**config.mk**
```make
export PLATFORM = sky130hd
export DESIGN_NAME = msi_intake
export DESIGN_NICKNAME = d
export VERILOG_FILES = /design/src/source/msi_pkg.sv /design/src/source/msi_intake.sv
export SDC_FILE = /design/constraint.sdc
export NUM_CORES = 1
export LEC_CHECK = 0
export BUFFER_PORTS_ARGS = -buffer_cell sky130_fd_sc_hd__buf_2
export CORE_AREA = 2 2 39 41
export DETAILED_ROUTE_END_ITERATION = 10
export DIE_AREA = 0 0 41 43
export PLACE_DENSITY = 0.7
export SYNTH_ARGS = -nofsm -noshare
export SYNTH_HDL_FRONTEND = slang
export SYNTH_SLANG_ARGS = --single-unit
```
**constraint.sdc**
```tcl
create_clock -name clk -period 0.8 [get_ports clk]
set_input_delay 0.04 -clock clk [delete_from_list [all_inputs] [get_ports clk]]
set_output_delay 0.04 -clock clk [all_outputs]
set_load 0.005 [all_outputs]
```
**src/source/msi_pkg.sv**
```systemverilog
package msi_pkg;

	// ==========================================================================
	// sizes
	// ==========================================================================
	localparam int NQUES = 7;                 // priority levels 1..7
	localparam int QDEPTH = 16;               // entries per level queue
	localparam int QPTR_W = $clog2(QDEPTH);   // queue pointer width
	localparam int NVEC = 512;                // vector table words

	// plain vector types
	typedef logic [2:0] pri_t;       // 0 = no priority
	typedef logic [8:0] vecno_t;
	typedef logic [30:0] handler_t;
	typedef logic [9:0] wb_adr_t;    // word address
	typedef logic [31:0] wb_dat_t;
	typedef logic [NQUES-1:0] qmask_t;  // bit 0 = level 1

	// interrupt message as it moves between stages
	typedef struct packed {
		pri_t pri;
		vecno_t vecno;
	} msi_msg_t;

	// one table word, enable in bit 31
	typedef struct packed {
		logic en;
		handler_t handler;
	} vec_entry_t;

	// ==========================================================================
	// register map (word addresses)
	// ==========================================================================
	localparam wb_adr_t REG_CTRL = 10'h000;    // bit 0 global enable
	localparam wb_adr_t REG_THRESH = 10'h001;  // bits 2..0
	localparam wb_adr_t REG_STATUS = 10'h002;  // bit 0 overflow, write 1 clears
	localparam wb_adr_t REG_EMPTY = 10'h003;   // queue empty mask, read only
	// 0x200..0x3ff is the vector table, adr[8:0] is the index

endpackage

```
**src/source/msi_intake.sv**
```systemverilog
`timescale 1ns/1ps

module msi_intake import msi_pkg::*; (
	input logic clk,
	input logic rst,
	input logic msg_valid_i,
	input msi_msg_t msg_i,
	output qmask_t wr_o,     // one-hot queue write, at most one bit
	output msi_msg_t msg_o
);

	// level decode, level 0 never matches so it is ignored
	always_ff @(posedge clk) begin
		if (rst) begin
			wr_o <= '0;
		end else begin
			for (int i = 0; i < NQUES; i++)
				wr_o[i] <= msg_valid_i && (msg_i.pri == pri_t'(i + 1));
		end
	end

	// message payload follows the strobe by no cycles
	always_ff @(posedge clk) begin
		msg_o <= msg_i;
	end

endmodule

```
* Word-level counts from Yosys, hierarchy flattened
Cells that the tools add are included.
Cells by class: shift-type cells 0, equality and inequality tests 7, $lt $le $gt $ge 0, bitwise operators 0, reductions and logical operators 7, multipliers 0, divide/modulo/power cells 0, add/subtract/negate cells 0, multiplexer cells 0
Operators by type and width (number):
- $eq 3x3->1 const B | 4
- $logic_and 1x1->1 | 7
- $eq 3x2->1 const B | 2
- $eq 3x1->1 const B | 1
Word-level totals: bits of input ports 15, register bits after elaboration 19, output and inout port bits 19, bits in latches 0, bits in read-only memories 0, memory bits (writable) 0, memories 0

* Longest topological paths before layout
Gate-level depths: netlist of run 1.
depth after elaboration 2, gate-level depth with buffers 2, gate-level depth less buffers 2

* Worst setup path before layout of run 1
Ideal clock, no wire load.
kind input-to-reg, start point in msg_i[10] (netlist name), end point reg wr_o[4], buffers on the path 0, setup time 64 ps, stages 2, slack 229 ps, data required time 736 ps, arrival time 506 ps, cell sequence or3b_1 -> nor2_1
Between the ends: cells in the longest elaborated chain, start to end 2
RTL lines:
- from (decl) | line msi_intake.sv:7 | input msi_msg_t msg_i,
- $eq 3x3->1 | line msi_intake.sv:18 | wr_o[i] <= msg_valid_i && (msg_i.pri == pri_t'(i + 1));
- $logic_and 1x1->1 | line msi_intake.sv:18
- to (signal, indexed assignment) | line msi_intake.sv:18
- to (decl) | line msi_intake.sv:8 | output qmask_t wr_o,
Every way passes these cells. A chain may end at the register's enable or synchronous reset.

* Worst setup path in the final report of run 1
start point in msg_i[10] (netlist name), end point reg wr_o[3]
The elaborated chain is that of the path after synthesis.

==> results.md, run 1 <==
- Net count reported at finish: 95
- Die Y: 43 um
- Timing-limited maximum frequency: 1.306 GHz
- Initial drt markers: 3
- Global route hottest layer: met2
- H-tree depth: 1
- Final antenna diode count: 0
- Placed Cells: 80
- Total via count after detailed routing: 419
- Status: complete, but fails checks
- Final Instance Area: 798.3 um2
- Number of input and output port buffers inserted: 33
- Post-synthesis compound-gate area fraction: 0%
- Share of total power in the clock network: 28.4%
- Final clock period utilization by the worst path: 95.72%
- Number of instances in the synthesized netlist: 30
- Register area share after synthesis: 85.39%
- Number of hold violations in the final report: 4
- Worst setup SP type: input port
- Net switching power: 0.0003236 W
- Distinct cell type count after synthesis: 8
- Worst path arrival time: 0.97 ns
- Shortest period the worst path allows: 0.7658 ns
- Post-route DRC: 0
- GR Layer Usage met3: 5.236%
- Multiplexer share of the synthesized area: 0%
- Class of the most critical hold timing path: in -> reg
- Fin Hold WS: -0.06510 ns
- Category of the critical setup timing path: in -> reg
- Simple-gate share of the synthesized area: 14.61%
- Number of routed nets with antenna violations: 0
- Number of flip-flops and latches in the synthesized netlist: 19
- Number of buffers created by CTS: 3
- Total iterations of the first detailed-routing run: 2
- Xor-xnor portion of the synthesized cell area: 0%
- DR vias/cell: 4.411
- Pin slew with the least headroom to its limit: 0.2193 ns
- Worst slew margin: 85.18%
- Max-capacitance violation count: 0
- Maximum clock path buffer count: 2
- Largest net degree at the start of global routing: 11
- Routed wire length: 974 um
- Maximum vdd ir drop: 0.8564 mV
- Crit end category: register
- Root buf cell: clkbuf_4
- GRT Overall Usage: 11.22%
- Proportion of power drawn by combinational gates: 9.5%
- Hold bufs inserted after CTS: 11
- Post-synthesis share of cell area spent on full adders, half adders and majority gates: 0%
- Area enclosed by the die boundary: 1763 um2
- Worst Path Required: 1.00 ns
- I/O pin cnt: 34
- Fraction of layout instances using a drive strength above 1: 53.16%
- Wire length of the first global-routing pass: 1255 um
- Final weighted congestion in routability-driven placement: 0.6649
- Switching share of power: 20.21%
- Power density of the placed cells: 2006 nW/um2
- Met1 capacity usage during global routing: 11.18%
- Setup repair after global routing missed its margin: yes
- Number of fill cells: 124
- Placed cell area: 638.1 um2
- Crit Path Max Fanout: 5
- Die span in x: 41 um
- Clock transition time at the flip-flop clock pins of the worst setup and hold paths: 0.10 ns
- Total overflow reported by the global router: 0
- Violated checks: negative hold slack
- Synthesized cell area: 445.4 um2
- Total nets after synthesis: 45
- Wirelength per Cell: 10.25 um
- Initial core utilization: 32.19%
- Pins over their slew limit: 0
- Utilization after layout: 57.69%
- CTS tree: yes
- Average size of a mapped cell: 14.85 um2
- Total number of yosys warnings: 0
- Number of antenna violations at the first check in global routing: 0
- Leakage power: 0.3850 nW
- Core area: 1384 um2
- Largest family of logic cells by synthesized area: simple AND/OR/NAND/NOR gates
- Synth-to-Final Area Change: 79.21%
- Met2 demand-to-capacity share in global routing: 16.25%
- Filler-free cell count of the finished design: 95
- Reg power frac: 62.1%
- Setup-violating endpoint count in the final report: 0
- Sinks on Clock Net: 19
- Post-CTS setup buffer count: 0
- Vias in the first global route: 351
- Number of cell rows: 14
- Internal power: 0.001278 W
[area by class of cell]
cell class / instances / area, um2 / share of cell area (%)
flip-flops and latches: 19 / 385.4 / 48.28
repair buffers: 45 / 295.3 / 36.99
multi-input cells: 11 / 71.32 / 8.934
clock buffers: 4 / 26.28 / 3.292
well taps: 16 / 20.02 / 2.508
[state kept, by name, indices dropped and copies added (netlist names)]
name and count:
msg_o 12, wr_o 7
[repair_timing]
action	in CTS	in global routing
endpoints found under the hold margin	15	4
setup endpoints to repair	0	6
gates resized for setup	0	7
[Yosys cell counts]
cell type / n / area share, %
nor4b_1: 2 / 3.9
nand3b_1: 1 / 1.7
nor4_1: 1 / 1.4
nand2b_1: 1 / 1.4
dfxtp_1: 19 / 85
nand2_1: 1 / 0.84
nor2_1: 4 / 3.4
or3b_1: 1 / 2.0
[cell usage in the layout, fill, tap and decap left out, drive strengths merged, types with 2 or more instances in the layout]
cell / count
clkbuf: 4
dlygate4sd3: 11
nor4b: 2
dfxtp: 19
buf: 34
nor2: 4
[layer usage]
layer / vias to the layer above / routed length (um)
met5: - / 0
met4: 0 / 10
met3: 2 / 154
met2: 28 / 443
met1: 192 / 367
li1: 197 / -
[per-stage QoR]
stage / TNS (ns) / power [W] / setup slack [ns]
3_3_place_gp: 0 / 0.001114 / 0.07102
2_1_floorplan: 0 / 0.001034 / 0.2293
5_1_grt: -0.01193 / 0.001688 / -0.01043
6_report: 0 / 0.001601 / 0.03424
3_5_place_dp: 0 / 0.001116 / 0.07160
4_1_cts: 0 / 0.001607 / 0.02157
[path summary, 6_finish.rpt]
kind | start | end | cells after the start
hold / removal | msg_i[9] | msg_o[9] | 1
setup / recovery | msg_i[10] | wr_o[3] | 3
[logic make-up after synthesis]
logic type	after synthesis
flip-flops	19
AND/OR/NAND/NOR	11
[power groups by stage]
stage               clock, W  sequential, W  combinational [W]
finish              0.000455       0.000994           0.000153
CTS                 0.000472       0.000991           0.000144
floorplan                  0        0.00102          0.0000140
detailed placement         0        0.00101           0.000103
global placement           0        0.00101           0.000101
global route        0.000520       0.000999           0.000169
[critical path, stage by stage]
cell           delay, ns
buf_2               0.12
dlygate4sd3_1       0.59
nor4_2              0.22
(Power assumes the default switching activity.)
==> run 2, diff against run 1 <==
--- a/config.mk
+++ b/config.mk
@@ -9,7 +9,9 @@
 export CORE_AREA = 2 2 39 41
 export DETAILED_ROUTE_END_ITERATION = 10
 export DIE_AREA = 0 0 41 43
+export GPL_TIMING_DRIVEN = 0
 export PLACE_DENSITY = 0.7
+export REMOVE_ABC_BUFFERS = 1
 export SYNTH_ARGS = -nofsm -noshare
 export SYNTH_HDL_FRONTEND = slang
 export SYNTH_SLANG_ARGS = --single-unit
==> run 2 against run 1 <==
Effect of this change: the flow still finishes with violations (negative hold slack); cell count down 1.1%; combinational power fell by 6%; largest cell class unchanged; largest power group unchanged; final area fell by 2.8%; non-clock buffer count down 1.
==> results.md, run 2 (synthesis results as in run 1) <==
- Crit Path Max Fanout: 5 (unchanged)
- Final antenna diode count: 0 (unchanged)
- Worst path arrival time: 0.98 ns (was 0.97 ns)
- Total via count after detailed routing: 381 (was 419)
- Sum of negative setup slack: 0 ns (unchanged)
- Final clock period utilization by the worst path: 97.68% (was 95.72%)
- Wirelength per Cell: 10.12 um (was 10.25 um)
- Largest net degree at the start of global routing: 11 (unchanged)
- Setup repair after global routing missed its margin: no (was yes)
- Worst slew margin: 84.62% (was 85.18%)
- Post-CTS setup buffer count: 0 (unchanged)
- Final Total Pwr: 0.001575 W (was 0.001601 W)
- Reg power frac: 63.0% (was 62.1%)
- Final weighted congestion in routability-driven placement: 0.6678 (was 0.6649)
- Proportion of power drawn by combinational gates: 9.1% (was 9.5%)
- Status: complete, but fails checks (unchanged)
- Synth-to-Final Area Change: 74.16% (was 79.21%)
- Critical path launch point: msg_i[10] (unchanged)
- I/O pin cnt: 34 (unchanged)
- Violated checks: negative hold slack (unchanged)
- Power density of the placed cells: 2030 nW/um2 (was 2006 nW/um2)
- Leakage power: 0.3776 nW (was 0.3850 nW)
- Pin slew with the least headroom to its limit: 0.2275 ns (was 0.2193 ns)
- Maximum vdd ir drop: 0.8631 mV (was 0.8564 mV)
- GRT Overall Usage: 11.35% (was 11.22%)
- Area enclosed by the die boundary: 1763 um2 (unchanged)
- Leading cell types in the layout, fill and taps excluded: buf_2 (32), dfxtp_1 (17), dlygate4sd3_1 (11), nor2_1 (4), clkbuf_4 (3) (was buf_2 (31), dfxtp_1 (15), dlygate4sd3_1 (11), nor2_1 (4), dfxtp_2 (4))
- Number of buffers created by CTS: 3 (unchanged)
- Most common library cell in the layout ignoring fill and taps: buf_2 (unchanged)
- Die Y: 43 um (unchanged)
- Placed Cells: 79 (was 80)
- Initial core utilization: 32.19% (unchanged)
- Crit-path cells: buf_2, dlygate4sd3_1, nor4_1 (was buf_2, dlygate4sd3_1, nor4_2)
- Number of input and output port buffers inserted: 33 (unchanged)
- Share of total power in the clock network: 27.8% (was 28.4%)
- Routed wire length: 951 um (was 974 um)
- H-tree depth: 1 (unchanged)
- Timing-limited maximum frequency: 1.280 GHz (was 1.306 GHz)
- Register with the most flip-flops: msg_o (unchanged)
- Utilization after layout: 56.06% (was 57.69%)
- Fraction of layout instances using a drive strength above 1: 48.72% (was 53.16%)
- Max-capacitance violation count: 0 (unchanged)
- Critical path destination: wr_o[3] (unchanged)
- Number of cell rows: 14 (unchanged)
- Number of hold violations in the final report: 4 (unchanged)
- Core area: 1384 um2 (unchanged)
- Post-route DRC: 0 (unchanged)
- Sinks on Clock Net: 19 (unchanged)
- Vias in the first global route: 359 (was 351)
- Longest individual stage delay on the worst path: 0.57 ns (was 0.59 ns)
- Switching share of power: 19.32% (was 20.21%)
- Root buf cell: clkbuf_4 (unchanged)
- Wire length of the first global-routing pass: 1283 um (was 1255 um)
- Flip-flop count of the largest register, all copies and words added: 12 (unchanged)
- Category of the critical setup timing path: in -> reg (unchanged)
- Maximum clock path buffer count: 2 (unchanged)
- Total overflow reported by the global router: 0 (unchanged)
- Number of routed nets with antenna violations: 0 (unchanged)
- Worst setup SP type: input port (unchanged)
- Largest registers: msg_o x12, wr_o x7 (unchanged)
- Crit end category: register (unchanged)
- Worst Path Required: 1.00 ns (about the same)
- Internal power: 0.001271 W (was 0.001278 W)
- Die span in x: 41 um (unchanged)
- Placed cell area: 630.6 um2 (was 638.1 um2)
- Setup-violating endpoint count in the final report: 0 (unchanged)
- Final Instance Area: 775.7 um2 (was 798.3 um2)
- Number of antenna violations at the first check in global routing: 0 (unchanged)
- Pins over their slew limit: 0 (unchanged)
- Initial drt markers: 3 (unchanged)
- Class of the most critical hold timing path: in -> reg (unchanged)
- CTS tree: yes (unchanged)
- Fin Hold WS: -0.07404 ns (was -0.06510 ns)
- Total iterations of the first detailed-routing run: 3 (was 2)
- Crit path max-delay cell type: dlygate4sd3_1 (unchanged)
- HPWL after detailed placement: 609.3 um
- Hold bufs inserted after CTS: 11 (unchanged)
- Filler-free cell count of the finished design: 94 (was 95)
- DR vias/cell: 4.053 (was 4.411)
- Clock transition time at the flip-flop clock pins of the worst setup and hold paths: 0.09 ns (was 0.10 ns)
- Shortest period the worst path allows: 0.7815 ns (was 0.7658 ns)
- Net count reported at finish: 94 (was 95)
- Net switching power: 0.0003042 W (was 0.0003236 W)
==> run 2: cell count changes in the layout (fill, tap and decap cells not counted) <==
cell	delta
dfxtp_1	+2
dfxtp_2	-2
buf_2	+1
buf_4	-1
buf_6	-1
nor4_1	+1
nor4_2	-1
==> run 2: how the worst min path moves through the flow <==
stage,to,cells past startpoint,startpoint
floorplan,msg_o[0],0,msg_i[0]
global route,msg_o[9],1,msg_i[9]
global placement,msg_o[5],1,msg_i[5]
CTS,msg_o[9],1,msg_i[9]
finish,msg_o[9],1,msg_i[9]
detailed placement,msg_o[0],1,msg_i[0]
==> run 2: power groups by stage <==
stage | Combinational, W | Sequential [W] | Clock (W)
global placement | 0.0000976 | 0.00101 | 0
finish | 0.000144 | 0.000993 | 0.000438
floorplan | 0.0000140 | 0.00102 | 0
CTS | 0.000140 | 0.000990 | 0.000466
global route | 0.000161 | 0.000998 | 0.000507
detailed placement | 0.0000990 | 0.00101 | 0
==> run 2: cell type report <==
cell class	instances	area, um2
fill	130	608.1
timing repair buffer	44	281.5
tap	16	20.02
clock buffer	4	26.28
sequential	19	382.9
multi-input combinational	11	65.06
==> run 2: worst max-delay path, delay by kind of cell <==
family / cells / cell delay [ns]
buffers and inverters: 2 / 0.69
AND/OR/NAND/NOR: 1 / 0.24
==> run 2: layer usage <==
layer  vias to the layer above  routed length (um)  track usage, %
li1                        196                   -               -
met1                       155                 398           11.26
met2                        28                 365           15.94
met3                         2                 172           4.712
met4                         0                  15           12.00
met5                         -                   0               0
==> run 2: per-stage QoR <==
stage / setup slack [ns] / hold slack (ns)
floorplan: 0.2293 / 0.06772
global placement: 0.07320 / 0.1434
CTS: 0.02810 / -0.08588
detailed placement: 0.07329 / 0.1440
finish: 0.01854 / -0.07404
global route: 0.001354 / -0.08539
==> run 2: timing repair <==
| item | in CTS | in global routing |
|---|---|---|
| endpoints found under the setup margin | 0 | 2 |
| resized for setup | 0 | 3 |
| endpoints found under the hold margin | 15 | 4 |
==> run 3, diff against run 2 <==
--- a/config.mk
+++ b/config.mk
@@ -7,6 +7,7 @@
 export LEC_CHECK = 0
 export BUFFER_PORTS_ARGS = -buffer_cell sky130_fd_sc_hd__buf_2
 export CORE_AREA = 2 2 39 41
+export CTS_BUF_LIST = sky130_fd_sc_hd__clkbuf_8
 export DETAILED_ROUTE_END_ITERATION = 10
 export DIE_AREA = 0 0 41 43
 export GPL_TIMING_DRIVEN = 0
==> run 3 against run 2 <==
Effect of this change: count of clock-buffer cells in the layout is 1 lower; hold slack better by 0.088 ns; first-iteration DRC count is 67% higher; die area stayed put; cell count is 1.1% higher; global-route usage is 0.20 points higher; combinational power hardly changed; sequential share of layout area is 1.6 points lower; the run now ends clean.
==> results.md, run 3 (synthesis results as in run 1) <==
- Initial core utilization: 32.19% (unchanged)
- Power density of the placed cells: 2185 nW/um2 (was 2030 nW/um2)
- Number of antenna violations at the first check in global routing: 0 (unchanged)
- Worst path arrival time: 0.67 ns (was 0.98 ns)
- Class of the most critical hold timing path: in -> reg (unchanged)
- I/O pin cnt: 34 (unchanged)
- Largest registers: msg_o x12, wr_o x7 (unchanged)
- Proportion of power drawn by combinational gates: 8.3% (was 9.1%)
- Wirelength per Cell: 9.958 um (was 10.12 um)
- Multi-input combinational cell area: 65.06 um2 (unchanged)
- Setup-violating endpoint count in the final report: 0 (unchanged)
- Leakage power: 0.3916 nW (was 0.3776 nW)
- Timing-limited maximum frequency: 1.410 GHz (was 1.280 GHz)
- Flip-flop count of the largest register, all copies and words added: 12 (unchanged)
- Number of input and output port buffers inserted: 33 (unchanged)
- Status: completed (was complete, but fails checks)
- Maximum vdd ir drop: 0.9225 mV (was 0.8631 mV)
- CP top delay family: flip-flops (was buffers and inverters)
- Register with the most flip-flops: msg_o (unchanged)
- Area occupied by registers: 380.4 um2 (was 382.9 um2)
- Number of hold violations in the final report: 0 (was 4)
- Final clock period utilization by the worst path: 88.64% (was 97.68%)
- Net switching power: 0.0003219 W (was 0.0003042 W)
- Share of total power in the clock network: 34.6% (was 27.8%)
- Pins over their slew limit: 0 (unchanged)
- Wire length of the first global-routing pass: 1290 um (was 1283 um)
- Die span in x: 41 um (unchanged)
- Category of the critical setup timing path: reg -> out (was in -> reg)
- Setup repair after global routing missed its margin: no (unchanged)
- DR vias/cell: 3.979 (was 4.053)
- Net count reported at finish: 95 (was 94)
- HPWL after detailed placement: 609.3 um (unchanged)
- H-tree depth: 1 (unchanged)
- Fraction of layout instances using a drive strength above 1: 45.57% (was 48.72%)
- Total iterations of the first detailed-routing run: 2 (was 3)
- Post-CTS setup buffer count: 0 (unchanged)
- Final weighted congestion in routability-driven placement: 0.6678 (unchanged)
- Switching share of power: 18.51% (was 19.32%)
- Root buf cell: clkbuf_8 (was clkbuf_4)
- Number of routed nets with antenna violations: 0 (unchanged)
- Total via count after detailed routing: 378 (was 381)
- Die Y: 43 um (unchanged)
- Pin slew with the least headroom to its limit: 0.2293 ns (was 0.2275 ns)
- Final antenna diode count: 0 (unchanged)
- Number of cell rows: 14 (unchanged)
- Sum of negative setup slack: 0 ns (unchanged)
- GRT Overall Usage: 11.55% (was 11.35%)
- Filler-free cell count of the finished design: 95 (was 94)
- Worst setup SP type: register (was input port)
- Reg power frac: 57.1% (was 63.0%)
- Internal power: 0.001417 W (was 0.001271 W)
- Most common library cell in the layout ignoring fill and taps: buf_2 (unchanged)
- Clock transition time at the flip-flop clock pins of the worst setup and hold paths: 0.06 ns (was 0.09 ns)
- Total overflow reported by the global router: 0 (unchanged)
- CTS tree: yes (unchanged)
- Max-capacitance violation count: 0 (unchanged)
- Longest individual stage delay on the worst path: 0.32 ns (was 0.57 ns)
- Crit Path Max Fanout: 1 (was 5)
- Synth-to-Final Area Change: 78.65% (was 74.16%)
- Routed wire length: 946 um (was 951 um)
- Number of fill cells: 127 (was 130)
- Count of buffering cells on the critical path with inverters included: 1 (was 2)
- Leading cell types in the layout, fill and taps excluded: buf_2 (33), dfxtp_1 (19), dlygate4sd3_1 (12), nor2_1 (4), clkbuf_8 (3) (was buf_2 (32), dfxtp_1 (17), dlygate4sd3_1 (11), nor2_1 (4), clkbuf_4 (3))
- Sinks on Clock Net: 19 (unchanged)
- Area enclosed by the die boundary: 1763 um2 (unchanged)
- Crit-path cells: buf_2 (was buf_2, dlygate4sd3_1, nor4_1)
- Maximum clock path buffer count: 2 (unchanged)
- Vias in the first global route: 356 (was 359)
- Placed Cells: 79 (unchanged)
- Crit path max-delay cell type: dfxtp_1 (was dlygate4sd3_1)
- Hold bufs inserted after CTS: 12 (was 11)
- Utilization after layout: 57.50% (was 56.06%)
- Core area: 1384 um2 (unchanged)
- Initial drt markers: 5 (was 3)
- Crit end category: primary output (was register)
- Post-cts repair resize count: 0 (unchanged)
- Post-route DRC: 0 (unchanged)
- Fin Hold WS: 0.01364 ns (was -0.07404 ns)
- Worst slew margin: 84.50% (was 84.62%)
- Largest net degree at the start of global routing: 11 (unchanged)
- Shortest period the worst path allows: 0.7091 ns (was 0.7815 ns)
- Number of buffers created by CTS: 3 (unchanged)
- Worst Path Required: 0.76 ns (was 1.00 ns)
-- run 3: cell count changes in the layout (fill, tap and decap cells not counted) --
cell / before / now
inv_1: 0 / 1
dlygate4sd3_1: 11 / 12
buf_6: 1 / 0
dfxtp_1: 17 / 19
clkbuf_1: 1 / 0
clkbuf_8: 0 / 3
dfxtp_2: 2 / 0
buf_2: 32 / 33
clkbuf_4: 3 / 0
-- run 3: area by class of cell --
type	count	area share, %
tap	16	2.516
multi-input combinational	11	8.176
timing repair buffer	45	35.85
clock inverter	1	0.4717
sequential	19	47.80
clock buffer	3	5.189
-- run 3: metal layers --
layer / vias up / track usage [%] / share of wire (%)
met2: 28 / 15.63 / 38
met1: 152 / 11.26 / 42
met5: - / 0 / 0
li1: 196 / - / -
met3: 2 / 6.283 / 18
met4: 0 / 12.00 / 1.6
-- run 3: stage by stage --
stage / total power [W] / instance area (um2) / setup slack, ns
global route: 0.001830 / 795.8 / 0.04587
global placement: 0.001109 / 630.6 / 0.07320
CTS: 0.001763 / 795.8 / 0.09422
floorplan: 0.001034 / 445.4 / 0.2293
detailed placement: 0.001112 / 630.6 / 0.07329
finish: 0.001739 / 795.8 / 0.09091
-- run 3: worst paths after layout --
kind,from,to,slack [ns],cells past startpoint
worst max-delay path,msg_o[3],msg_o[3],0.09,1
worst min-delay path,rst,wr_o[3],0.01,2
-- run 3: power by group through the flow --
stage | logic (W) | clock network, W | registers (W)
floorplan | 0.0000140 | 0 | 0.00102
global placement | 0.0000976 | 0 | 0.00101
detailed placement | 0.0000990 | 0 | 0.00101
CTS | 0.000143 | 0.000628 | 0.000991
global route | 0.000162 | 0.000672 | 0.000996
finish | 0.000144 | 0.000602 | 0.000992
